--- config.mk ---
export PLATFORM = sky130hd
export DESIGN_NAME = refill_tracker
export DESIGN_NICKNAME = d
export VERILOG_FILES = /design/src/verilog/icache_pkg.sv /design/src/verilog/refill_tracker.sv
export VERILOG_INCLUDE_DIRS = /design/src /design/src/include
export SDC_FILE = /design/constraint.sdc
export NUM_CORES = 1
export LEC_CHECK = 0
export ABC_CLOCK_PERIOD_IN_PS = 1100
export BUFFER_PORTS_ARGS = -buffer_cell sky130_fd_sc_hd__buf_2
export CORE_ASPECT_RATIO = 1.2
export CORE_MARGIN = 4
export CORE_UTILIZATION = 38
export DETAILED_ROUTE_END_ITERATION = 8
export PLACE_DENSITY_LB_ADDON = 0.12
export SKIP_CTS_REPAIR_TIMING = 1
export SYNTH_ARGS = -nofsm -noshare
export SYNTH_HDL_FRONTEND = slang
export SYNTH_SLANG_ARGS = --single-unit
--- constraint.sdc ---
create_clock -name clk -period 1.1 [get_ports clk]
set_input_delay 0.11 -clock clk [delete_from_list [all_inputs] [get_ports clk]]
set_output_delay 0.11 -clock clk [all_outputs]
set_load 0.005 [all_outputs]
--- src/include/icache_settings.svh ---
`ifndef ICACHE_SETTINGS_SVH
`define ICACHE_SETTINGS_SVH

// cache geometry
`define ICACHE_WAYS         4
`define ICACHE_SETS         64

// fetch and memory widths
`define ICACHE_ADDR_W       32
`define ICACHE_WORD_W       32

// refill line length in words, one memory beat per word
`define ICACHE_LINE_WORDS   4

// victim lfsr start value, must not be zero
`define ICACHE_LFSR_SEED    8'h5a

`endif

--- src/verilog/icache_pkg.sv ---
`include "icache_settings.svh"

package icache_pkg;

    typedef logic [`ICACHE_WORD_W-1:0]                      word_t;
    typedef logic [`ICACHE_LINE_WORDS*`ICACHE_WORD_W-1:0]   line_t;
    typedef logic [`ICACHE_ADDR_W-1:0]                      byte_addr_t;
    typedef logic [`ICACHE_ADDR_W-$clog2(`ICACHE_WORD_W/8)-1:0] word_addr_t;

    // word address splits into tag, index, offset (msb first)
    typedef logic [$clog2(`ICACHE_LINE_WORDS)-1:0]          offset_t;
    typedef logic [$clog2(`ICACHE_SETS)-1:0]                index_t;
    typedef logic [$bits(word_addr_t)-$bits(index_t)-$bits(offset_t)-1:0] tag_t;

    typedef logic [$clog2(`ICACHE_WAYS)-1:0]                way_t;
    typedef logic [$clog2(`ICACHE_LINE_WORDS)-1:0]          beat_t;

    typedef enum logic [2:0] {
        RESP_OKAY   = 3'd0,
        RESP_SLVERR = 3'd2
    } resp_e;

    typedef enum logic [2:0] {
        IDLE        = 3'b000,
        REFILL_ADDR = 3'b011,
        REFILL_DATA = 3'b111,
        FILL        = 3'b001,
        RESPOND     = 3'b010
    } cache_state_e;

endpackage

--- src/verilog/refill_tracker.sv ---
`timescale 1ns/10ps

module refill_tracker (
    input  logic                    clk,
    input  logic                    rst_n,
    input  logic                    lookup_en,
    input  icache_pkg::word_addr_t  ifu_raddr,
    input  logic                    beat_en,
    input  icache_pkg::resp_e       mem_rresp,
    output icache_pkg::tag_t        req_tag,
    output icache_pkg::index_t      req_index,
    output icache_pkg::offset_t     req_offset,
    output icache_pkg::byte_addr_t  mem_araddr,
    output logic                    last_beat,
    output logic                    refill_error
);

    icache_pkg::beat_t  beat_q;
    logic               error_q;

    // request fields, held for the whole transaction
    always_ff @(posedge clk) begin
        if (lookup_en) begin
            {req_tag, req_index, req_offset} <= ifu_raddr;
        end
    end

    always_ff @(posedge clk or negedge rst_n) begin
        if (!rst_n) begin
            beat_q  <= '0;
            error_q <= 1'b0;
        end else if (lookup_en) begin
            beat_q  <= '0;
            error_q <= 1'b0;
        end else if (beat_en) begin
            beat_q  <= beat_q + 1'b1;
            error_q <= refill_error;
        end
    end

    // includes the beat arriving now, so the fsm sees an error on the last beat
    assign refill_error = error_q || (beat_en && (mem_rresp != icache_pkg::RESP_OKAY));
    assign last_beat    = (beat_q == '1);

    // line base plus beat number, word aligned
    assign mem_araddr   = {req_tag, req_index, beat_q, 2'b00};

endmodule

==> results.sh <==
export IMPL_rows=22
export IMPL_worstReg2RegEnd="beat_q[1]"
export IMPL_min_period_ns=1.19
export IMPL_place_area_sq_mm=0.00161
export IMPL_synthTopCellsByArea="edfxtp_1, buf_4, dfrtp_1"
export IMPL_drtIter0Drc=8
export IMPL_yosysSeqAreaShare_pct=76.9
export IMPL_viasPerCell=4.15
export IMPL_wl_per_cell_um=12.9
export IMPL_cp_startpoint="error_q"
export IMPL_cts_tree="done"
export IMPL_setup_worst_path_end_class="output pin"
export IMPL_p_leak_nw=0.940
export IMPL_worst_clock_skew_ns=0.0000300
export IMPL_antenna_found_initial=0
export IMPL_clock_fmax_mhz=842
export IMPL_cts_max_level=2
export IMPL_drc=0
export IMPL_start_util_pct=40.4
export IMPL_port_buffers=98
export IMPL_area_growth_pct=58.7
export IMPL_worstSetupEndpoint="refill_error"
export IMPL_path_max_fanout=2
export IMPL_crit_required_ns=0.99
export IMPL_violations="setup timing"
export IMPL_dp_slack_ns=0.0745
export IMPL_max_cap_violations=0
export IMPL_post_route_period_util_pct=108
export IMPL_hold_path_class="input pin to flop"
export IMPL_cts_root_buf="clkbuf_4"
export IMPL_slowest_delay_ns=0.42
export IMPL_wl_met3_um=323
export IMPL_synth_top_area_share_pct=71.0
export IMPL_grt_pass1_vias=797
export IMPL_yosys_area_top_type="edfxtp_1"
export IMPL_worst_slack_ns=-0.0871
export IMPL_avgSynthCellArea_sq_um=17.4
export IMPL_wirelength_mm=2.86
export IMPL_die_area_sq_mm=0.00433
export IMPL_hold_viol=0
export IMPL_fp_coreArea_sq_mm=0.00314
export IMPL_vdd_ir_drop_worst_v=0.000714
export IMPL_synth_ff_latch_count=33
export IMPL_wl_met2_mm=1.55
export IMPL_grt_max_degree=19
export IMPL_grt_use_total_pct=11.8
export IMPL_crit_path_top_delay_cell="dfrtp_1"
export IMPL_outcome="complete, but fails checks"
export IMPL_worstSetupPathType="flop to output pin"
export IMPL_clk_latency_ns=0.32
export IMPL_regToRegStartpoint="beat_q[1]"
export IMPL_gr_total_overflow=0
export IMPL_synth_distinct_cells=10
export IMPL_final_core_util_pct=64.2
export IMPL_power_density_mw_per_mm2=1270
export IMPL_r2r_cells=3
export IMPL_die_h_um=71.3
export IMPL_r2r_slack_ns=0.11
export IMPL_fin_nets=222
export IMPL_syn_inst=73
export IMPL_syn_area_sq_mm=0.00127
export IMPL_die_width_um=60.7
export IMPL_grt_setup_unrepaired="yes"
export IMPL_layout_drive_gt1_share_pct=59.5
export IMPL_top_layer="met4"
export IMPL_ys_warnings_count=0
export IMPL_gp_congestion=0.667
export IMPL_clockBufferDepth=2
export IMPL_detail_route_antenna_nets=0
export IMPL_setup_viol=2
export IMPL_crit_path_cell_trace="nor4_4 > nor2_1 > buf_2"
export IMPL_dr_pass1_iters=3
export IMPL_clk_pin_slew_ns=0.10
export IMPL_wl_met1_um=949
export IMPL_worstPathArrival_ns=1.08
export IMPL_grt_pass1_wl_mm=3.66
export IMPL_stdcell_area_sq_mm=0.00201
export IMPL_ioPinCount=101
export IMPL_clock_sinks=33
export IMPL_hold_slack_ns=0.103
export IMPL_num_vias=917
export IMPL_antennaDiodeCount=0
export IMPL_slew_violations=0
export IMPL_cts_buffers=5
export IMPL_start_kind="flop"
==> layer usage <==
metal	global-route usage, %	vias to the layer above
met2	20.0	54
met3	4.86	5
met4	7.23	0
li1	-	445
met1	11.6	413
met5	0	-
==> cells in the mapped netlist (all sizes together) <==
library cell  number
buf               30
conb               1
dfrtp              3
edfxtp            30
ha                 1
mux2i              1
nor2               4
nor3               1
nor4               1
xnor2              1
==> sequential cells by signal, indices dropped and copies added (netlist names) <==
| name | flops |
|---|---|
| req_tag | 22 |
| req_index | 6 |
| beat_q | 2 |
| req_offset | 2 |
| error_q | 1 |
==> placed cells by master (no fill, tap or decap) <==
master | netlist | routed
nor4_4 | 0 | 1
nor3_1 | 1 | 1
nor2_1 | 4 | 4
clkbuf_4 | 0 | 5
dfrtp_1 | 3 | 3
mux2i_1 | 1 | 1
buf_12 | 0 | 1
clkinv_1 | 0 | 2
buf_2 | 0 | 96
conb_1 | 1 | 2
ha_2 | 0 | 1
clkinv_2 | 0 | 1
buf_6 | 0 | 3
dlygate4sd3_1 | 0 | 31
xnor2_1 | 1 | 1
buf_4 | 30 | 2
edfxtp_1 | 30 | 30
==> power by group <==
group	internal, W	switching, W	leakage [nW]
Clock	0.000231	0.000373	0.0300
Sequential	0.00148	0.0000438	0.333
Combinational	0.000267	0.000167	0.578
Total	0.00198	0.000584	0.940
==> worst min-delay path by stage <==
| stage | from | end | slack (ns) | cells past startpoint |
|---|---|---|---|---|
| floorplan | rst_n | beat_q[0] | -0.19 | 0 |
| global placement | rst_n | error_q | -0.09 | 1 |
| detailed placement | rst_n | error_q | -0.09 | 1 |
| CTS | rst_n | error_q | -0.46 | 1 |
| global route | rst_n | error_q | 0.09 | 2 |
| finish | beat_en | beat_q[0] | 0.10 | 3 |
==> logic make-up after synthesis <==
kind of cell	synth area share, %
XOR/XNOR	0.690
AND/OR/NAND/NOR	2.56
adder cells (fa/ha/maj)	0.986
buffers and inverters	17.8
other	0.296
multiplexers	0.789
flip-flops	76.9
==> cell type report <==
class,instances,area (sq um)
fillers,252,1120
flip-flops and latches,33,976
repair buffers,133,860
multi-input cells,11,82.6
well taps,36,45.0
clock buffers,5,37.5
clock inverters,3,12.5
==> critical path: cells and delay by family (launching register included) <==
family | cells | cell delay, ns
buffers and inverters | 1 | 0.12
and+or+nand+nor | 2 | 0.22
DFF | 1 | 0.42
==> per-stage QoR <==
| stage | power (W) | instances | setup TNS [ns] |
|---|---|---|---|
| 2_1_floorplan | 0.00172 | 74 | 0 |
| 3_3_place_gp | 0.00187 | 180 | 0 |
| 3_5_place_dp | 0.00188 | 180 | 0 |
| 4_1_cts | 0.00249 | 188 | -0.385 |
| 5_1_grt | 0.00272 | 221 | -0.316 |
| 6_report | 0.00256 | 221 | -0.134 |
No activity file was read; power rests on OpenSTA's default activity.
