`src/include/icache_settings.svh`:
```
`ifndef ICACHE_SETTINGS_SVH
`define ICACHE_SETTINGS_SVH

// cache geometry
`define ICACHE_WAYS         4
`define ICACHE_SETS         64

// fetch and memory widths
`define ICACHE_ADDR_W       32
`define ICACHE_WORD_W       32

// refill line length in words, one memory beat per word
`define ICACHE_LINE_WORDS   4

// victim lfsr start value, must not be zero
`define ICACHE_LFSR_SEED    8'h5a

`endif

```
`src/verilog/icache_pkg.sv`:
```
`include "icache_settings.svh"

package icache_pkg;

    typedef logic [`ICACHE_WORD_W-1:0]                      word_t;
    typedef logic [`ICACHE_LINE_WORDS*`ICACHE_WORD_W-1:0]   line_t;
    typedef logic [`ICACHE_ADDR_W-1:0]                      byte_addr_t;
    typedef logic [`ICACHE_ADDR_W-$clog2(`ICACHE_WORD_W/8)-1:0] word_addr_t;

    // word address splits into tag, index, offset (msb first)
    typedef logic [$clog2(`ICACHE_LINE_WORDS)-1:0]          offset_t;
    typedef logic [$clog2(`ICACHE_SETS)-1:0]                index_t;
    typedef logic [$bits(word_addr_t)-$bits(index_t)-$bits(offset_t)-1:0] tag_t;

    typedef logic [$clog2(`ICACHE_WAYS)-1:0]                way_t;
    typedef logic [$clog2(`ICACHE_LINE_WORDS)-1:0]          beat_t;

    typedef enum logic [2:0] {
        RESP_OKAY   = 3'd0,
        RESP_SLVERR = 3'd2
    } resp_e;

    typedef enum logic [2:0] {
        IDLE        = 3'b000,
        REFILL_ADDR = 3'b011,
        REFILL_DATA = 3'b111,
        FILL        = 3'b001,
        RESPOND     = 3'b010
    } cache_state_e;

endpackage

```
`src/verilog/line_buffer.sv`:
```
`timescale 1ns/10ps
`include "icache_settings.svh"

module line_buffer (
    input  logic                    clk,
    input  logic                    beat_en,
    input  icache_pkg::word_t       mem_rdata,
    input  logic                    use_buffer,
    input  icache_pkg::line_t       array_line,
    input  icache_pkg::offset_t     req_offset,
    output icache_pkg::line_t       fill_line,
    output icache_pkg::word_t       ifu_rdata
);

    icache_pkg::line_t  line_q;
    icache_pkg::line_t  sel_line;

    // beats enter at the top and move down, beat 0 lands in word 0
    always_ff @(posedge clk) begin
        if (beat_en) begin
            line_q <= {mem_rdata, line_q[$bits(icache_pkg::line_t)-1:`ICACHE_WORD_W]};
        end
    end

    assign fill_line = line_q;

    // refill answers from the buffer, hits from the array
    assign sel_line  = use_buffer ? line_q : array_line;

    assign ifu_rdata = sel_line[req_offset * `ICACHE_WORD_W +: `ICACHE_WORD_W];

endmodule

```
`config.mk`:
```
export PLATFORM = sky130hd
export DESIGN_NAME = line_buffer
export DESIGN_NICKNAME = d
export VERILOG_FILES = /design/src/verilog/icache_pkg.sv /design/src/verilog/line_buffer.sv
export VERILOG_INCLUDE_DIRS = /design/src /design/src/include
export SDC_FILE = /design/constraint.sdc
export NUM_CORES = 1
export LEC_CHECK = 0
export BUFFER_PORTS_ARGS = -buffer_cell sky130_fd_sc_hd__buf_2
export CAP_MARGIN = 20
export CORE_MARGIN = 2
export CORE_UTILIZATION = 40
export CTS_BUF_LIST = sky130_fd_sc_hd__clkbuf_8
export DETAILED_ROUTE_END_ITERATION = 7
export GPL_TIMING_DRIVEN = 0
export PLACE_DENSITY = 0.73
export SLEW_MARGIN = 10
export SYNTH_ARGS = -nofsm -noshare
export SYNTH_HDL_FRONTEND = slang
export SYNTH_SLANG_ARGS = --single-unit
export TNS_END_PERCENT = 30
```
`constraint.sdc`:
```
create_clock -name clk -period 4.5 [get_ports clk]
set_clock_uncertainty 0.2 [all_clocks]
set_input_delay 1.35 -clock clk [delete_from_list [all_inputs] [get_ports clk]]
set_output_delay 1.35 -clock clk [all_outputs]
set_load 0.02 [all_outputs]
```
==> results_tabular.tex, run 1 <==
\begin{tabular}{lr}
\hline
Metric & Value \\
\hline
\multicolumn{2}{l}{\textbf{Logic synthesis}} \\
\quad Simple-gate share of the synthesized area & 0\% \\
\quad Post-synth cell types & 8 \\
\quad Sequential cell area fraction in the yosys report & 64.96\% \\
\quad Compound-Gate Fraction of Synth Area & 0\% \\
\quad Post-Syn Nets & 407 \\
\quad Average instance area after synthesis & 24.45 um\^{}2 \\
\quad Post-synthesis adder-cell area fraction & 0\% \\
\quad Share of cell area taken by muxes after synthesis & 32.99\% \\
\quad Post-synthesis xor/xnor area fraction & 0\% \\
\quad Number of flip-flops and latches in the synthesized netlist & 128 \\
\quad Count of mapped cells out of synthesis & 242 \\
\quad Largest family of logic cells by synthesized area & multiplexers \\
\quad YS warnings & 0 \\
\quad Mapped cell area & 5917 um\^{}2 \\
\multicolumn{2}{l}{\textbf{STA}} \\
\quad Worst Tran Pin Value & 0.7764 ns \\
\quad Share of the clock period used by the worst path after layout & 98.12\% \\
\quad Final Worst Setup Slack & 0.08460 ns \\
\quad Setup repair after global routing missed its margin & false \\
\quad Final slew viol count & 0 \\
\quad Tmin final & 4.415 ns \\
\quad Setup TNS & 0 ns \\
\quad Final hold violation count & 0 \\
\quad Final worst hold slack & 0.2628 ns \\
\quad Slew HR & 48.24\% \\
\quad Top achievable clock speed & 0.2265 GHz \\
\quad Final setup violation count & 0 \\
\multicolumn{2}{l}{\textbf{Layout}} \\
\quad Non-filler cells in the finished layout & 777 \\
\quad Area grow syn2layout & 37.51\% \\
\quad Commonest cells after routing, fill and taps aside & 326 x sky130\_fd\_sc\_hd\_\_buf\_2, 128 x sky130\_fd\_sc\_hd\_\_edfxtp\_1, 40 x sky130\_fd\_sc\_hd\_\_mux4\_1 \\
\quad Count of nets after finishing & 748 \\
\quad Leading cell type in the layout, fill and taps excluded & sky130\_fd\_sc\_hd\_\_buf\_2 \\
\quad Filler cells & 1156 \\
\quad Fraction of final layout cells with drive strength greater than 1 & 70.27\% \\
\quad Largest register FFs & 128 \\
\multicolumn{2}{l}{\textbf{Pwr}} \\
\quad Total power after layout & 2.912 mW \\
\quad Power per cell area & 357.9 nW/um\^{}2 \\
\quad Leak pwr & 3.484 nW \\
\quad Peak supply drop & 260.7 uV \\
\multicolumn{2}{l}{\textbf{Placement}} \\
\quad Worst setup timing slack at the placement stage & -0.1359 ns \\
\quad \# port buffers & 321 \\
\quad DP Wirelength & 13290 um \\
\quad Global placement routability congestion & 0.9059 \\
\quad Number of placed instances with taps included & 748 \\
\multicolumn{2}{l}{\textbf{Die}} \\
\quad Initial Utilization & 40.87\% \\
\quad \# IOs & 325 \\
\quad Die Height & 125.6 um \\
\quad Core Rows & 44 \\
\quad Total Die Area & 15780 um\^{}2 \\
\quad Core box area & 14480 um\^{}2 \\
\quad Width of the die & 125.6 um \\
\multicolumn{2}{l}{\textbf{Clocking}} \\
\quad Worst-skew pair later-pin latency & 0.42 ns \\
\quad Post-CTS Repair Setup Buffers & 0 \\
\quad Clock input transition at the sequential cells of the worst setup and hold paths & 0.07 ns \\
\quad Sink Count & 128 \\
\quad Num CTS Buffers & 17 \\
\quad Clock tree from TritonCTS & yes \\
\quad Hold buffers post-CTS & 0 \\
\quad Master cell of the clock root buffer & sky130\_fd\_sc\_hd\_\_clkbuf\_8 \\
\quad Largest buffer count on any clock path & 2 \\
\quad H-tree depth & 4 \\
\multicolumn{2}{l}{\textbf{Detailed routing}} \\
\quad Uppermost layer routed & met5 \\
\quad Average wire per cell in the routed design & 22.55 um \\
\quad Post-DR vias/cell & 5.450 \\
\quad First-pass detailed-route iteration total & 5 \\
\quad DRC violations left & 0 \\
\quad Met3 routed wirelength & 1520 um \\
\quad DR WL met2 & 9076 um \\
\quad Total Wirelength & 17520 um \\
\quad Iteration-0 DRC Markers & 326 \\
\quad Total via count after detailed routing & 4235 \\
\quad Antenna viol nets, final & 0 \\
\quad Detailed-route wire length on metal 1 & 6708 um \\
\multicolumn{2}{l}{\textbf{Worst setup path}} \\
\quad Nature of the critical path endpoint & primary output \\
\quad Setup CP Type & in -> out \\
\quad Register-to-register path setup slack & 3.54 ns \\
\quad Critical path peak fanout & 10 \\
\quad Start of the worst register-to-register path & fill\_line[61] \\
\quad Critical Path Start Type & input pin \\
\quad Reg-to-reg critical path endpoint & fill\_line[29] \\
\quad Logic depth of the worst register-to-register path & 0 \\
\quad Worst Path Required & 2.95 ns \\
\quad Worst Path Arrival & 2.87 ns \\
\multicolumn{2}{l}{\textbf{Global routing}} \\
\quad Global-route wire length before repair & 25680 um \\
\quad Number of global-route vias before repair & 4300 \\
\quad Tot GR Track Use & 21.92\% \\
\quad Total congestion overflow & 0 \\
\quad Initial antenna violation count & 2 \\
\quad Largest net degree at the start of global routing & 71 \\
\multicolumn{2}{l}{\textbf{Worst hold path}} \\
\quad Hold path startpoint & fill\_line[104] \\
\quad Class of the tightest hold or removal check & reg -> reg \\
\quad Number of stages on the worst hold path & 0 \\
\quad Endpoint with the worst hold slack & fill\_line[72] \\
\multicolumn{2}{l}{\textbf{Run status}} \\
\quad Status & completed \\
\multicolumn{2}{l}{\textbf{Job}} \\
\quad Max-cap violation count & 0 \\
\hline
\end{tabular}
logic make-up (layout without fill, tap and decap cells):
logic type             after synthesis  count (layout)
buffers and inverters               18             368
other                                0               1
flip-flops                         128             128
multiplexers                        96              96
metrics by stage:
stage	util [%]	area [um^2]
2_1_floorplan	-	5917
3_3_place_gp	53.55	7754
3_5_place_dp	53.79	7787
4_1_cts	56.18	8134
5_1_grt	56.18	8134
6_report	56.20	8137
cell usage after synthesis:
| library cell | count | area share, % |
|---|---|---|
| sky130_fd_sc_hd__edfxtp_1 | 128 | 65 |
| sky130_fd_sc_hd__mux2_2 | 32 | 6.1 |
| sky130_fd_sc_hd__clkbuf_1 | 2 | 0.13 |
| sky130_fd_sc_hd__buf_1 | 8 | 0.51 |
| sky130_fd_sc_hd__mux4_2 | 24 | 9.1 |
| sky130_fd_sc_hd__mux4_1 | 40 | 18 |
| sky130_fd_sc_hd__buf_2 | 1 | 0.085 |
| sky130_fd_sc_hd__buf_6 | 7 | 1.3 |
how the worst max path moves through the flow:
stage	end	slack (ns)	startpoint
finish	ifu_rdata[12]	0.08	req_offset[0]
global route	ifu_rdata[12]	0.04	req_offset[0]
CTS	ifu_rdata[12]	0.06	req_offset[0]
detailed placement	ifu_rdata[12]	-0.14	req_offset[1]
global placement	ifu_rdata[12]	-0.12	req_offset[1]
floorplan	ifu_rdata[10]	0.45	use_buffer
power by group:
part / switching [mW] / leakage, nW / internal, mW / total, mW
logic: 0.302 / 2.05 / 0.253 / 0.555
clock network: 0.420 / 0.180 / 0.468 / 0.888
registers: 0.0602 / 1.25 / 1.41 / 1.47
total: 0.782 / 3.48 / 2.13 / 2.91
cell type report:
class                      count  area, um^2  share of cell area [%]
antenna                        1       2.502                 0.03076
tap                          184       230.2                   2.829
sequential                   128        3844                   47.24
clock inverter                11       105.1                   1.292
clock buffer                  17       234.0                   2.876
buffer                        18       128.9                   1.584
multi-input combinational     96        1952                   23.99
timing repair buffer         322        1640                   20.16
critical path: stages:
cell and delay [ns]:
sky130_fd_sc_hd__buf_1 0.28, sky130_fd_sc_hd__clkbuf_1 0.64, sky130_fd_sc_hd__mux2_2 0.42, sky130_fd_sc_hd__buf_2 0.17
timing repair:
action / in CTS / in global routing
endpoints found under the hold margin: 0 / 0
setup endpoints to repair: 25 / 0
resized for setup: 6 / 0
per-layer routing:
| layer | track usage [%] | up-vias |
|---|---|---|
| li1 | - | 1798 |
| met1 | 27.15 | 2152 |
| met2 | 37.17 | 265 |
| met3 | 6.882 | 18 |
| met4 | 6.601 | 2 |
| met5 | 0 | - |
No activity file was read; power rests on OpenSTA's default activity.
==> inputs of run 2 (changes only) <==
--- a/config.mk
+++ b/config.mk
@@ -6,7 +6,7 @@
 export SDC_FILE = /design/constraint.sdc
 export NUM_CORES = 1
 export LEC_CHECK = 0
-export BUFFER_PORTS_ARGS = -buffer_cell sky130_fd_sc_hd__buf_2
+export BUFFER_PORTS_ARGS = -buffer_cell sky130_fd_sc_hd__buf_4
 export CAP_MARGIN = 20
 export CORE_MARGIN = 2
 export CORE_UTILIZATION = 40
==> run 2 against run 1 <==
Global-route usage rose by 1.1 points. First-iteration DRC count fell by 23%. Sequential power barely moved. Via count fell by 1.1%. Non-clock buffer count did not move. Hold slack improved by 0.017 ns. Power rose by 15%. Fmax rose by 0.94%. Clock-buffer cell count did not move. Critical path type unchanged. Largest cell class unchanged.
==> results_tabular.tex, run 2 (synthesized netlist as in run 1, its figures left out) <==
\begin{tabular}{lr}
\hline
Metric & Value \\
\hline
\multicolumn{2}{l}{\textbf{Worst hold path}} \\
\quad Class of the tightest hold or removal check & reg -> reg \\
\multicolumn{2}{l}{\textbf{STA}} \\
\quad Final slew viol count & 0 (unchanged) \\
\quad Share of the clock period used by the worst path after layout & 97.21\% (-0.91 points) \\
\quad Slew HR & 50.93\% (+2.7 points) \\
\quad Final hold violation count & 0 (unchanged) \\
\quad Setup TNS & 0 ns (unchanged) \\
\quad Top achievable clock speed & 0.2286 GHz (+0.94\%) \\
\quad Worst Tran Pin Value & 0.7360 ns (-0.04038 ns) \\
\quad Tmin final & 4.374 ns (-0.04110 ns) \\
\quad Final Worst Setup Slack & 0.1257 ns (+0.04110 ns) \\
\quad Final worst hold slack & 0.2800 ns (+0.01721 ns) \\
\quad Setup repair after global routing missed its margin & false \\
\quad Final setup violation count & 0 (unchanged) \\
\multicolumn{2}{l}{\textbf{Clocking}} \\
\quad Post-CTS Repair Setup Buffers & 0 (unchanged) \\
\quad Num CTS Buffers & 17 (unchanged) \\
\quad Worst-skew pair later-pin latency & 0.43 ns (about the same) \\
\quad Hold buffers post-CTS & 0 (unchanged) \\
\quad Gates resized, CTS repair & 6 (unchanged) \\
\quad H-tree depth & 4 (unchanged) \\
\quad Master cell of the clock root buffer & sky130\_fd\_sc\_hd\_\_clkbuf\_8 \\
\quad Sink Count & 128 (unchanged) \\
\quad Clock tree from TritonCTS & yes \\
\quad Clock input transition at the sequential cells of the worst setup and hold paths & 0.07 ns (about the same) \\
\quad Largest buffer count on any clock path & 2 (unchanged) \\
\multicolumn{2}{l}{\textbf{Detailed routing}} \\
\quad Iteration-0 DRC Markers & 251 (-23\%) \\
\quad Average wire per cell in the routed design & 23.59 um (+4.6\%) \\
\quad Antenna viol nets, final & 0 (unchanged) \\
\quad Post-DR vias/cell & 5.368 (-1.5\%) \\
\quad Total via count after detailed routing & 4187 (-1.1\%) \\
\quad Total Wirelength & 18400 um (+5.0\%) \\
\quad DRC violations left & 0 (unchanged) \\
\quad First-pass detailed-route iteration total & 4 (-1) \\
\multicolumn{2}{l}{\textbf{Layout}} \\
\quad Non-filler cells in the finished layout & 780 (+0.39\%) \\
\quad Commonest cells after routing, fill and taps aside & 320 x sky130\_fd\_sc\_hd\_\_buf\_4, 128 x sky130\_fd\_sc\_hd\_\_edfxtp\_1, 40 x sky130\_fd\_sc\_hd\_\_mux4\_1 \\
\quad Final core occ & 62.69\% (+6.5 points) \\
\quad Antenna cells & 0 (-1) \\
\quad Count of nets after finishing & 748 (unchanged) \\
\quad Leading cell type in the layout, fill and taps excluded & sky130\_fd\_sc\_hd\_\_buf\_4 \\
\quad Area grow syn2layout & 53.39\% \\
\quad Fraction of final layout cells with drive strength greater than 1 & 70.13\% (-0.14 points) \\
\quad Largest register FFs & 128 (unchanged) \\
\multicolumn{2}{l}{\textbf{Job}} \\
\quad Max-cap violation count & 0 (unchanged) \\
\multicolumn{2}{l}{\textbf{Die}} \\
\quad Die Height & 125.6 um (unchanged) \\
\quad Initial Utilization & 40.87\% (unchanged) \\
\quad \# IOs & 325 (unchanged) \\
\quad Core Rows & 44 (unchanged) \\
\quad Core box area & 14480 um\^{}2 (unchanged) \\
\quad Total Die Area & 15780 um\^{}2 (unchanged) \\
\quad Width of the die & 125.6 um (unchanged) \\
\multicolumn{2}{l}{\textbf{Global routing}} \\
\quad Global-route wire length before repair & 26870 um (+4.6\%) \\
\quad Initial antenna violation count & 0 (-2) \\
\quad Tot GR Track Use & 23.06\% (+1.1 points) \\
\quad Total congestion overflow & 0 (unchanged) \\
\quad Number of global-route vias before repair & 4354 (+1.3\%) \\
\quad Largest net degree at the start of global routing & 69 (-2.8\%) \\
\multicolumn{2}{l}{\textbf{Worst setup path}} \\
\quad Setup CP Type & in -> out \\
\quad Worst Path Required & 2.95 ns (about the same) \\
\quad Nature of the critical path endpoint & primary output \\
\quad Worst Path Arrival & 2.82 ns (-0.05 ns) \\
\quad Critical path peak fanout & 10 (unchanged) \\
\quad Critical Path Start Type & input pin \\
\multicolumn{2}{l}{\textbf{Pwr}} \\
\quad Clock network fraction of design power & 36.1\% (+5.6 points) \\
\quad Net Sw Power & 818.4 uW (+4.7\%) \\
\quad Cell Int Power & 2.522 mW (+18\%) \\
\quad Power per cell area & 368.0 nW/um\^{}2 (+2.8\%) \\
\quad Net Sw Frac & 24.50\% (-2.3 points) \\
\quad Peak supply drop & 275.5 uV (+5.7\%) \\
\quad Comb pwr share & 19.8\% (+0.7 points) \\
\quad Proportion of power drawn by flip-flops and latches & 44.1\% (-6.4 points) \\
\quad Leak pwr & 3.825 nW (+9.8\%) \\
\multicolumn{2}{l}{\textbf{Placement}} \\
\quad Number of placed instances with taps included & 748 (unchanged) \\
\quad Worst setup timing slack at the placement stage & -0.1197 ns (+0.01625 ns) \\
\quad DP Wirelength & 13810 um (+3.9\%) \\
\quad \# port buffers & 321 (unchanged) \\
\quad Global placement routability congestion & 0.9127 (+0.75\%) \\
\multicolumn{2}{l}{\textbf{Run status}} \\
\quad Status & completed \\
\hline
\end{tabular}
## run 2: cell count changes in the layout (fill, tap and decap cells not counted), sizes merged
| cell | before | now |
|---|---|---|
| clkinvlp | 2 | 0 |
| bufinv | 2 | 7 |
| clkinv | 4 | 7 |
| diode | 1 | 0 |
| inv | 3 | 1 |
## run 2: layer usage
metal,wire length [um],part of all wire [%],track usage [%]
met3,1473,8.0,7.604
met2,9405,51,38.38
met4,290,1.6,6.275
met1,7231,39,29.32
met5,0,0,0
## run 2: final cells by class
class | count | area, um^2
Tap cell | 184 | 230.2
Sequential cell | 128 | 3844
Clock inverter | 15 | 246.5
Timing Repair Buffer | 322 | 2441
Multi-Input combinational cell | 96 | 1952
Fill cell | 1063 | 5403
Clock buffer | 17 | 234.0
Buffer | 18 | 128.9
## run 2: critical path, cell delays in order
cell	delay (ns)
sky130_fd_sc_hd__buf_1	0.28
sky130_fd_sc_hd__clkbuf_1	0.61
sky130_fd_sc_hd__mux2_2	0.42
sky130_fd_sc_hd__buf_4	0.16
## run 2: path summary, 6_finish.rpt
check	start	slack, ns	cells after the start	endpoint
setup / recovery	req_offset[0]	0.13	4	ifu_rdata[17]
hold / removal	fill_line[66]	0.28	0	fill_line[34]
setup reg to reg	fill_line[60]	3.54	0	fill_line[28]
hold reg to reg	fill_line[66]	0.28	0	fill_line[34]
## run 2: stage by stage
step	total power, mW	area [um^2]
global route	3.455	9076
floorplan	1.794	5917
detailed placement	2.160	8588
CTS	3.370	9076
global placement	2.146	8557
finish	3.340	9076
## run 2: power by group through the flow
stage	Clock [mW]	Combinational [mW]	Sequential (mW)
2_1_floorplan	0	0.222	1.57
3_3_place_gp	0	0.652	1.49
3_5_place_dp	0	0.664	1.50
4_1_cts	1.23	0.665	1.47
5_1_grt	1.28	0.689	1.48
6_report	1.21	0.661	1.47
