===== config.mk =====
export PLATFORM = sky130hd
export DESIGN_NAME = icache_ctrl_fsm
export DESIGN_NICKNAME = d
export VERILOG_FILES = /design/src/verilog/icache_pkg.sv /design/src/verilog/icache_ctrl_fsm.sv
export VERILOG_INCLUDE_DIRS = /design/src /design/src/include
export SDC_FILE = /design/constraint.sdc
export NUM_CORES = 1
export LEC_CHECK = 0
export BUFFER_PORTS_ARGS = -buffer_cell sky130_fd_sc_hd__buf_2
export CORE_AREA = 2 2 39 41
export DETAILED_ROUTE_END_ITERATION = 8
export DIE_AREA = 0 0 41 43
export PLACE_DENSITY_LB_ADDON = 0.25
export SYNTH_ARGS = -nofsm -noshare
export SYNTH_HDL_FRONTEND = slang
export SYNTH_SLANG_ARGS = --single-unit

===== constraint.sdc =====
create_clock -name clk -period 2.9 [get_ports clk]
set_input_delay 0.29 -clock clk [delete_from_list [all_inputs] [get_ports clk]]
set_output_delay 0.29 -clock clk [all_outputs]
set_load 0.01 [all_outputs]

===== src/include/icache_settings.svh =====
`ifndef ICACHE_SETTINGS_SVH
`define ICACHE_SETTINGS_SVH

// cache geometry
`define ICACHE_WAYS         4
`define ICACHE_SETS         64

// fetch and memory widths
`define ICACHE_ADDR_W       32
`define ICACHE_WORD_W       32

// refill line length in words, one memory beat per word
`define ICACHE_LINE_WORDS   4

// victim lfsr start value, must not be zero
`define ICACHE_LFSR_SEED    8'h5a

`endif


===== src/verilog/icache_pkg.sv =====
`include "icache_settings.svh"

package icache_pkg;

    typedef logic [`ICACHE_WORD_W-1:0]                      word_t;
    typedef logic [`ICACHE_LINE_WORDS*`ICACHE_WORD_W-1:0]   line_t;
    typedef logic [`ICACHE_ADDR_W-1:0]                      byte_addr_t;
    typedef logic [`ICACHE_ADDR_W-$clog2(`ICACHE_WORD_W/8)-1:0] word_addr_t;

    // word address splits into tag, index, offset (msb first)
    typedef logic [$clog2(`ICACHE_LINE_WORDS)-1:0]          offset_t;
    typedef logic [$clog2(`ICACHE_SETS)-1:0]                index_t;
    typedef logic [$bits(word_addr_t)-$bits(index_t)-$bits(offset_t)-1:0] tag_t;

    typedef logic [$clog2(`ICACHE_WAYS)-1:0]                way_t;
    typedef logic [$clog2(`ICACHE_LINE_WORDS)-1:0]          beat_t;

    typedef enum logic [2:0] {
        RESP_OKAY   = 3'd0,
        RESP_SLVERR = 3'd2
    } resp_e;

    typedef enum logic [2:0] {
        IDLE        = 3'b000,
        REFILL_ADDR = 3'b011,
        REFILL_DATA = 3'b111,
        FILL        = 3'b001,
        RESPOND     = 3'b010
    } cache_state_e;

endpackage


===== src/verilog/icache_ctrl_fsm.sv =====
`timescale 1ns/10ps

module icache_ctrl_fsm (
    input  logic                clk,
    input  logic                rst_n,
    input  logic                ifu_arvalid,
    output logic                ifu_arready,
    output logic                ifu_rvalid,
    input  logic                ifu_rready,
    output icache_pkg::resp_e   ifu_rresp,
    output logic                mem_arvalid,
    input  logic                mem_arready,
    input  logic                mem_rvalid,
    input  logic                hit,
    input  logic                last_beat,
    input  logic                refill_error,
    output logic                lookup_en,
    output logic                beat_en,
    output logic                fill_we,
    output logic                use_buffer
);

    icache_pkg::cache_state_e   state_q;
    icache_pkg::cache_state_e   state_d;
    icache_pkg::resp_e          resp_q;
    logic                       use_buffer_q;

    // one request in flight, so new requests only in idle
    assign ifu_arready = (state_q == icache_pkg::IDLE);
    assign lookup_en   = ifu_arvalid && ifu_arready;

    assign mem_arvalid = (state_q == icache_pkg::REFILL_ADDR);
    // single outstanding beat, accepted whenever it shows up
    assign beat_en     = (state_q == icache_pkg::REFILL_DATA) && mem_rvalid;
    assign fill_we     = (state_q == icache_pkg::FILL);

    assign ifu_rvalid  = (state_q == icache_pkg::RESPOND);
    assign ifu_rresp   = resp_q;
    assign use_buffer  = use_buffer_q;

    always_comb begin
        state_d = state_q;
        case (state_q)
            icache_pkg::IDLE: begin
                if (lookup_en) begin
                    if (hit) begin
                        state_d = icache_pkg::RESPOND;
                    end else begin
                        state_d = icache_pkg::REFILL_ADDR;
                    end
                end
            end
            icache_pkg::REFILL_ADDR: begin
                if (mem_arready) begin
                    state_d = icache_pkg::REFILL_DATA;
                end
            end
            icache_pkg::REFILL_DATA: begin
                if (beat_en) begin
                    if (!last_beat) begin
                        state_d = icache_pkg::REFILL_ADDR;
                    end else if (refill_error) begin
                        // bad line is dropped, no fill
                        state_d = icache_pkg::RESPOND;
                    end else begin
                        state_d = icache_pkg::FILL;
                    end
                end
            end
            icache_pkg::FILL: begin
                state_d = icache_pkg::RESPOND;
            end
            icache_pkg::RESPOND: begin
                if (ifu_rready) begin
                    state_d = icache_pkg::IDLE;
                end
            end
            default: begin
                state_d = icache_pkg::IDLE;
            end
        endcase
    end

    always_ff @(posedge clk or negedge rst_n) begin
        if (!rst_n) begin
            state_q      <= icache_pkg::IDLE;
            resp_q       <= icache_pkg::RESP_OKAY;
            use_buffer_q <= 1'b0;
        end else begin
            state_q <= state_d;
            if (lookup_en) begin
                resp_q       <= icache_pkg::RESP_OKAY;
                // misses answer from the refill buffer
                use_buffer_q <= !hit;
            end else if (beat_en && last_beat) begin
                if (refill_error) begin
                    resp_q <= icache_pkg::RESP_SLVERR;
                end else begin
                    resp_q <= icache_pkg::RESP_OKAY;
                end
            end
        end
    end

endmodule


==> run metrics, run 1 <==
MaxCap Viol Count 0; Syn Inst Count 40; vias per cell 4.486; Post-synth top flop dfrtp_1; Sum Neg Setup Slack 0 ps; I/O Pins 19; Fmax achieved roughly 630 MHz; Antenna diodes 0; DR pass1 iterations 1; die outline height between 40 and 50 um; Clk pin slew, worst setup/hold paths 50 ps; main area contributors after synthesis dfrtp_1, nor2_1, a21oi_1; multi-input logic area ~170 sq um; Final Hold Fails 0; layout cells sized above 1 about 38%; CP Launch Point state_q[2]; Clock Tree Buf Depth 2; CTS Root Cell clkbuf_4; Final Max Tran Viols 0; Leak roughly 0.22 nW; async set-reset flop share out of synthesis 100.0%; mux cell area share after synthesis under 10%; YS warnings 0; Iteration-0 DRC Markers 0; dpl cell area 404.1 sq um; post-synthesis adder-cell area fraction 0%; Std-Cell Rows 14; CTS sink cnt 5; post-synthesis sequential area ratio between 30% and 40%; HP Start mem_arready; Synth top area share 38.46%; clock latency on the worst-skew pair around 240 ps; Detailed Route WL between 700 and 800 um; Post-Synth XOR/XNOR Area 0%; Design Area, Final between 400 and 500 sq um; GPL Wtd Cong 0.6508; Startpoint Class flip-flop; TritonCTS Buffers 3; run status finished clean; post-route ant nets 0; final hold slack ~340 ps; number of synthesized flops with an enable pin 0; Cell variety after synth 21; Sequential Area 125.1 sq um; CP Class flip-flop to output port; CP required approximately 2600 ps; RSZ-0062 raised after global routing no; DP Worst Slack about 1600 ps; htree depth 1; fin crit share 54.47%; HPWL after detailed placement 566.9 um; largest family of logic cells by synthesized area simple AND/OR/NAND/NOR gates; Final #Nets 68; die extent in x ~41 um; Hold Crit Class input port to flip-flop; DRC violations left 0; post-synthesis simple-gate area fraction between 20% and 30%; # setup viols final 0; CTS tree done; IO buf count 16; Placeable Area approximately 1400 sq um; P&R area growth vs syn 35.38%; CP Capture Type output port; Synth Area in Compound Gates a little under a fifth; worst setup margin ~1300 ps; Fill cells ~170; clock skew 0.7466 ps; via count about 330; number of global-route vias before repair between 200 and 300; Initial Util a little under a quarter; Wirelength per Cell ~9.8 um; post-synth design cell area 325.3 sq um; Avg Synthesized Cell Area approximately 8.1 sq um; first-pass GRT wire length approximately 1000 um; initial antenna violation count 0; minimum clock period around 1600 ps; Post-synth top cells dfrtp_1, nor2_1, a21oi_1, o21ai_1; largest net degree at the start of global routing 12; Overflow after GRT 0; Peak VDD IR 250.1 uV; area leader, netlist dfrtp_1; Worst R2R Start state_q[2]; Power Dens Cells roughly 850 nW/um^2; Yosys reg bits 5; DIE AREA 1763 sq um; Post-CTS Resized 0; arrival time at the worst endpoint 1290 ps; worst-path fanout max 11; GRT Total Usage a little under a tenth
==> layer usage <==
metal  wire [um]  share of wire, %  GRT usage (%)  vias up
li1            -                 -              -      168
met1         349                48          10.49      153
met2         319                44          12.19       11
met3          55               7.6          6.283        0
met4           0                 0          6.000        0
met5           0                 0              0        -
==> cell type report <==
class,instances,area share [%]
Multi-Input combinational cell,30,38.92
Sequential cell,5,28.41
Timing Repair Buffer,17,20.45
Clock buffer,4,5.966
Tap cell,16,4.545
Inverter,2,1.705
==> where the power goes <==
part / switching [mW] / internal [mW] / total [mW] / leakage [nW]
Clock: 0.0300 / 0.0521 / 0.0821 / 0.0150
Combinational: 0.0835 / 0.0754 / 0.159 / 0.139
Sequential: 0.0387 / 0.0924 / 0.131 / 0.0644
Total: 0.152 / 0.220 / 0.372 / 0.218
==> path summary, 6_finish.rpt <==
path	endpoint	slack, ps	cells after the start
max	lookup_en	1320	3
min	state_q[2]	340	3
max reg2reg	ifu_rresp[1]	1680	4
min reg2reg	use_buffer	520	2
max in group asynchronous	state_q[2]	2370	2
min in group asynchronous	state_q[0]	400	2
==> through the flow <==
step / std cells / total power [mW] / utilization, %
final: 74 / 0.3722 / 31.83
after global routing: 74 / 0.4046 / 31.83
after CTS: 74 / 0.3782 / 31.83
after detailed placement: 69 / 0.2921 / 29.20
after global placement: 69 / 0.2948 / 29.20
after floorplan: 41 / 0.2389 / -
==> cells by family after synthesis <==
family	count (synthesis)
buf+inv	6
mux	1
other cells	1
compound gates	10
simple gates	17
flops	5
==> registers in the layout, indices dropped and copies added, names as in the netlist <==
signal      cells
use_buffer      1
ifu_rresp       1
state_q         3
==> cells in the final DEF (no fill, tap or decap) <==
cell type,synthesis,routed
a211oi_1,1,1
and2_1,2,2
conb_1,1,2
o22ai_1,1,1
nor3_2,1,1
nand3_1,2,2
nor3b_1,2,2
a21oi_1,3,3
o21ai_2,1,1
o21ai_1,3,3
nor3_1,1,1
dlygate4sd3_1,0,1
nand2_2,1,1
nand2b_1,2,2
buf_2,2,16
dfrtp_1,5,5
inv_1,2,2
nand2_1,1,1
clkbuf_1,0,1
clkbuf_4,0,3
mux2i_1,1,1
a22oi_1,1,1
nor2_1,5,5
==> worst max-delay path: stages, from the launching register on <==
cell and delay (ps):
dfrtp_1 490, nor3_2 220, and2_1 190, buf_2 140
==> repair_timing <==
action / 4_1_cts / 5_1_grt
hold buffers: 1 / 0
setup buffers: 0 / 0
hold endpoints to repair: 5 / 0
Note: power is estimated with default switching activity, not from simulation.
==> run 2, diff against run 1 <==
==> constraint.sdc (replaced) <==
create_clock -name clk -period 1.46 [get_ports clk]
set_input_delay 0.146 -clock clk [delete_from_list [all_inputs] [get_ports clk]]
set_output_delay 0.146 -clock clk [all_outputs]
set_load 0.01 [all_outputs]
==> run 2 against run 1 <==
Effect of this change: hold slack lost 150 ps; combinational power grew 110%; global-route usage fell by 0.12 points; register-to-register slack got worse by 1400 ps; clock power up 96%; clock skew is 0.63 ps lower; sequential share of layout area decreased by 0.076 points.
==> run metrics, run 2 (same netlist as run 1, synthesis figures left out) <==
run status finished clean; fin crit share 93.83%; initial antenna violation count 0; TritonCTS Buffers 3; vias per cell 4.507; crit path max-delay cell type dfrtp_2; die outline height between 40 and 50 um; Detailed Route WL between 700 and 800 um; Wirelength per Cell around 10 um; most common cell after layout, fill and taps aside buf_2; Design Area, Final around 450 sq um; Clk pin slew, worst setup/hold paths 40 ps; DR pass1 iterations 4; Placeable Area about 1400 sq um; HPWL after detailed placement 550.9 um; CTS Root Cell clkbuf_4; number of global-route vias before repair approximately 260; Top Family by Delay on Critical Path flip-flops; P&R area growth vs syn 38.46%; Critical Path Max Stage Delay between 400 and 500 ps; Std-Cell Rows 14; dpl cell area ~400 sq um; RSZ-0062 raised after global routing no; Sum Neg Setup Slack 0 ps; Iteration-0 DRC Markers 4; Antenna diodes 0; Peak VDD IR 512.7 uV; DRC violations left 0; Hold Crit Class input port to flip-flop; Fill cells 160; Final Max Tran Viols 0; CP Class flip-flop to output port; IO buf count 16; GPL Wtd Cong 0.6514; MaxCap Viol Count 0; post-route ant nets 0; Final Hold Fails 0; layout cells sized above 1 between 40% and 50%; Final #Nets 69; CP required between 1000 and 1500 ps; commonest non-fill, non-tap cells in the layout buf_2, nor2_1; Biggest register state_q; worst-path fanout max 9; largest net degree at the start of global routing 12; Leak 0.2209 nW; Worst Path Buf+Inv 1; die extent in x about 41 um; Power Dens Cells roughly 1700 nW/um^2; DIE AREA around 1800 sq um; # setup viols final 0; first-pass GRT wire length roughly 1000 um; CP Capture Type output port; crit-path cells nor3_2, and2_1, buf_2; clock skew between 0.1 and 0.15 ps; via count between 300 and 400; arrival time at the worst endpoint ~1200 ps; Clock Tree Buf Depth 2; CTS sink cnt 5; GRT Total Usage just over 9%; Startpoint Class flip-flop; htree depth 1; CTS tree done; Initial Util 23.51%; Fmax achieved about 730 MHz; Largest register FFs 3; clock latency on the worst-skew pair about 240 ps; I/O Pins 19; minimum clock period between 1000 and 1500 ps; Overflow after GRT 0
run 2: cell types whose count changed in the layout (fill, tap and decap cells not counted):
cell     previous run  this run
buf_4               0         1
dfrtp_2             0         2
dfrtp_1             5         3
run 2: what timing repair did:
action / 4_1_cts / 5_1_grt
buffers inserted: 0 / 1
hold buffers: 1 / 0
resized for setup: 1 / 1
hold endpoints to repair: 5 / 0
endpoints found under the setup margin: 1 / 1
run 2: cell type report:
class / instances / area, sq um / share of cell area, %
Multi-Input combinational cell: 30 / 171.4 / 38.06
Tap cell: 16 / 20.02 / 4.444
Sequential cell: 5 / 127.6 / 28.33
Inverter: 2 / 7.507 / 1.667
Timing Repair Buffer: 18 / 97.59 / 21.67
Clock buffer: 4 / 26.28 / 5.833
run 2: worst paths after layout:
path / start / slack, ps / end / depth (start not counted)
max: state_q[1] / 90 / lookup_en / 3
min: mem_arready / 190 / state_q[2] / 3
max reg2reg: state_q[0] / 290 / state_q[0] / 4
min reg2reg: state_q[2] / 510 / state_q[1] / 1
max in group asynchronous: rst_n / 1070 / state_q[2] / 2
min in group asynchronous: rst_n / 250 / state_q[0] / 2
run 2: routing by layer:
metal	vias to the layer above	part of all wire [%]	track usage (%)
met5	-	0	0
met4	0	1.1	8.000
met3	2	8.4	4.712
met2	13	46	12.19
met1	151	45	10.10
li1	172	-	-
run 2: stage by stage:
step / setup WS (ps) / instances / utilization [%] / total power, mW / hold WS [ps]
after floorplan: 292.7 / 41 / - / 0.4746 / -149.6
after global placement: 258.1 / 69 / 29.20 / 0.5871 / -32.50
after detailed placement: 254.8 / 69 / 29.20 / 0.5797 / -38.29
after CTS: 31.28 / 74 / 31.92 / 0.7521 / 186.4
after global routing: 13.41 / 75 / 32.55 / 0.8234 / 193.7
final: 90.11 / 75 / 32.55 / 0.7543 / 191.7
run 2: power by group:
| part | switching, mW | internal (mW) | total (mW) |
|---|---|---|---|
| logic | 0.180 | 0.155 | 0.335 |
| registers | 0.0703 | 0.188 | 0.258 |
| clock network | 0.0578 | 0.103 | 0.161 |
| total | 0.308 | 0.446 | 0.754 |
run 2: worst register-to-register path: cells and delay by family, from the launching register on:
family / cells / cell delay [ps]
AOI/OAI and AO/OA: 4 / 610
DFF: 1 / 450
==> run 3, diff against run 2 <==
--- a/config.mk
+++ b/config.mk
@@ -8,9 +8,11 @@
 export LEC_CHECK = 0
 export BUFFER_PORTS_ARGS = -buffer_cell sky130_fd_sc_hd__buf_2
 export CORE_AREA = 2 2 39 41
+export CTS_BUF_LIST = sky130_fd_sc_hd__clkbuf_4
 export DETAILED_ROUTE_END_ITERATION = 8
 export DIE_AREA = 0 0 41 43
 export PLACE_DENSITY_LB_ADDON = 0.25
+export SETUP_SLACK_MARGIN = 0.02
 export SYNTH_ARGS = -nofsm -noshare
 export SYNTH_HDL_FRONTEND = slang
 export SYNTH_SLANG_ARGS = --single-unit
==> run 3 against run 2 <==
Effect of this change: hold slack improved by 1.0 ps; critical path depth did not move; cell count did not move; first-iteration DRC count rose by 25%; highest routed layer unchanged; die area did not move; via count fell by 0.30%; core utilization rose by 0.45 points; clock-buffer cell count did not move; clock power rose by 12%; critical path type unchanged; non-clock buffer count did not move; sequential share of layout area fell by 0.39 points.
==> run metrics, run 3 (same netlist as run 1, synthesis figures left out) <==
via count ~340; initial antenna violation count 0; Antenna diodes 0; Hold Crit Class input port to flip-flop; vias per cell about 4.5; CP Capture Type output port; NetSw a little over 0.3 mW; Final #Nets 69; commonest non-fill, non-tap cells in the layout buf_2, nor2_1, clkbuf_4; Overflow after GRT 0; most common cell after layout, fill and taps aside buf_2; layout cells sized above 1 45.76%; Clk pwr share 23.0%; P&R area growth vs syn 40.38%; DR pass1 iterations 4; die outline height roughly 43 um; Clk pin slew, worst setup/hold paths ~40 ps; Fill cells 162; CTS Root Cell clkbuf_4; GRT Total Usage under 10%; GPL Wtd Cong roughly 0.65; minimum clock period ~1300 ps; Largest register FFs 3; Net Sw Frac between 30% and 40%; largest net degree at the start of global routing 12; CP required ~1300 ps; Wirelength per Cell ~10 um; dpl cell area 404.1 sq um; fin crit share approximately nine tenths; Biggest register state_q; Initial Util between 20% and 30%; CP Launch Point state_q[1]; Final Max Tran Viols 0; htree depth 1; I/O Pins 19; Startpoint Class flip-flop; worst-path fanout max 9; MaxCap Viol Count 0; Int Pwr approximately 0.47 mW; CTS sink cnt 5; Placeable Area 1384 sq um; arrival time at the worst endpoint around 1200 ps; CTS tree done; Sum Neg Setup Slack 0 ps; Fmax achieved approximately 750 MHz; die extent in x between 40 and 50 um; number of global-route vias before repair roughly 260; Leak 0.2261 nW; multi-input logic area around 170 sq um; clock skew about 0.78 ps; Worst R2R Start state_q[0]; post-route ant nets 0; RSZ-0062 raised after global routing no; Detailed Route WL about 770 um; clock latency on the worst-skew pair about 240 ps; Logic pwr share 44.0%; CP Class flip-flop to output port; Peak VDD IR 534.4 uV; Power Dens Cells approximately 1700 nW/um^2; run status finished clean; Sequential Area 127.6 sq um; DIE AREA around 1800 sq um; Final Core Density between 30% and 40%; total power ~0.78 mW; Clock Tree Buf Depth 2; first-pass GRT wire length slightly above 1000 um; IO buf count 16; DRC violations left 0; HP Start mem_arready; # setup viols final 0; TritonCTS Buffers 3; HPWL after detailed placement between 500 and 600 um; Design Area, Final 456.7 sq um; Final Hold Fails 0; Std-Cell Rows 14; Iteration-0 DRC Markers 5; sequential share of power between 30% and 40%
[run 3: timing repair]
action,4_1_cts,5_1_grt
endpoints found under the hold margin,5,0
buffers inserted,0,1
hold buffers,1,0
gates cloned,0,0
gates resized for setup,1,2
setup endpoints to repair,1,1
[run 3: cell type report]
| type | count | area share [%] |
|---|---|---|
| Clock buffer | 4 | 6.575 |
| Inverter | 2 | 1.644 |
| Multi-Input combinational cell | 30 | 38.08 |
| Sequential cell | 5 | 27.95 |
| Tap cell | 16 | 4.384 |
| Timing Repair Buffer | 18 | 21.37 |
[run 3: per-stage QoR]
stage / setup WS (ps) / cells / hold slack (ps)
2_1_floorplan: 292.7 / 41 / -149.6
3_3_place_gp: 258.1 / 69 / -32.50
3_5_place_dp: 254.8 / 69 / -38.29
4_1_cts: 32.82 / 74 / 188.0
5_1_grt: 52.04 / 75 / 195.0
6_report: 125.9 / 75 / 192.7
[run 3: power groups by stage]
stage	sequential [mW]	clock [mW]	combinational [mW]
floorplan	0.224	0	0.251
global placement	0.263	0	0.324
detailed placement	0.262	0	0.318
CTS	0.260	0.186	0.323
global route	0.263	0.204	0.382
finish	0.258	0.180	0.344
[run 3: critical path: stages (launching register included)]
cell	delay [ps]
dfrtp_2	460
nor3_2	190
and2_4	180
buf_2	120
[run 3: path summary, 6_finish.rpt]
check	endpoint	slack, ps	cells after the start
worst max-delay path	lookup_en	130	3
worst min-delay path	state_q[2]	190	3
worst max register to register	state_q[0]	290	4
worst min register to register	state_q[1]	510	1
max in group asynchronous	state_q[2]	1070	2
min in group asynchronous	state_q[0]	250	2
[run 3: layer usage]
metal	track usage [%]	share of wire, %	up-vias	wire, um
li1	-	-	170	-
met1	10.10	44	152	342
met2	11.88	46	13	356
met3	4.712	8.3	2	64
met4	8.000	1.0	0	8
met5	0	0	-	0
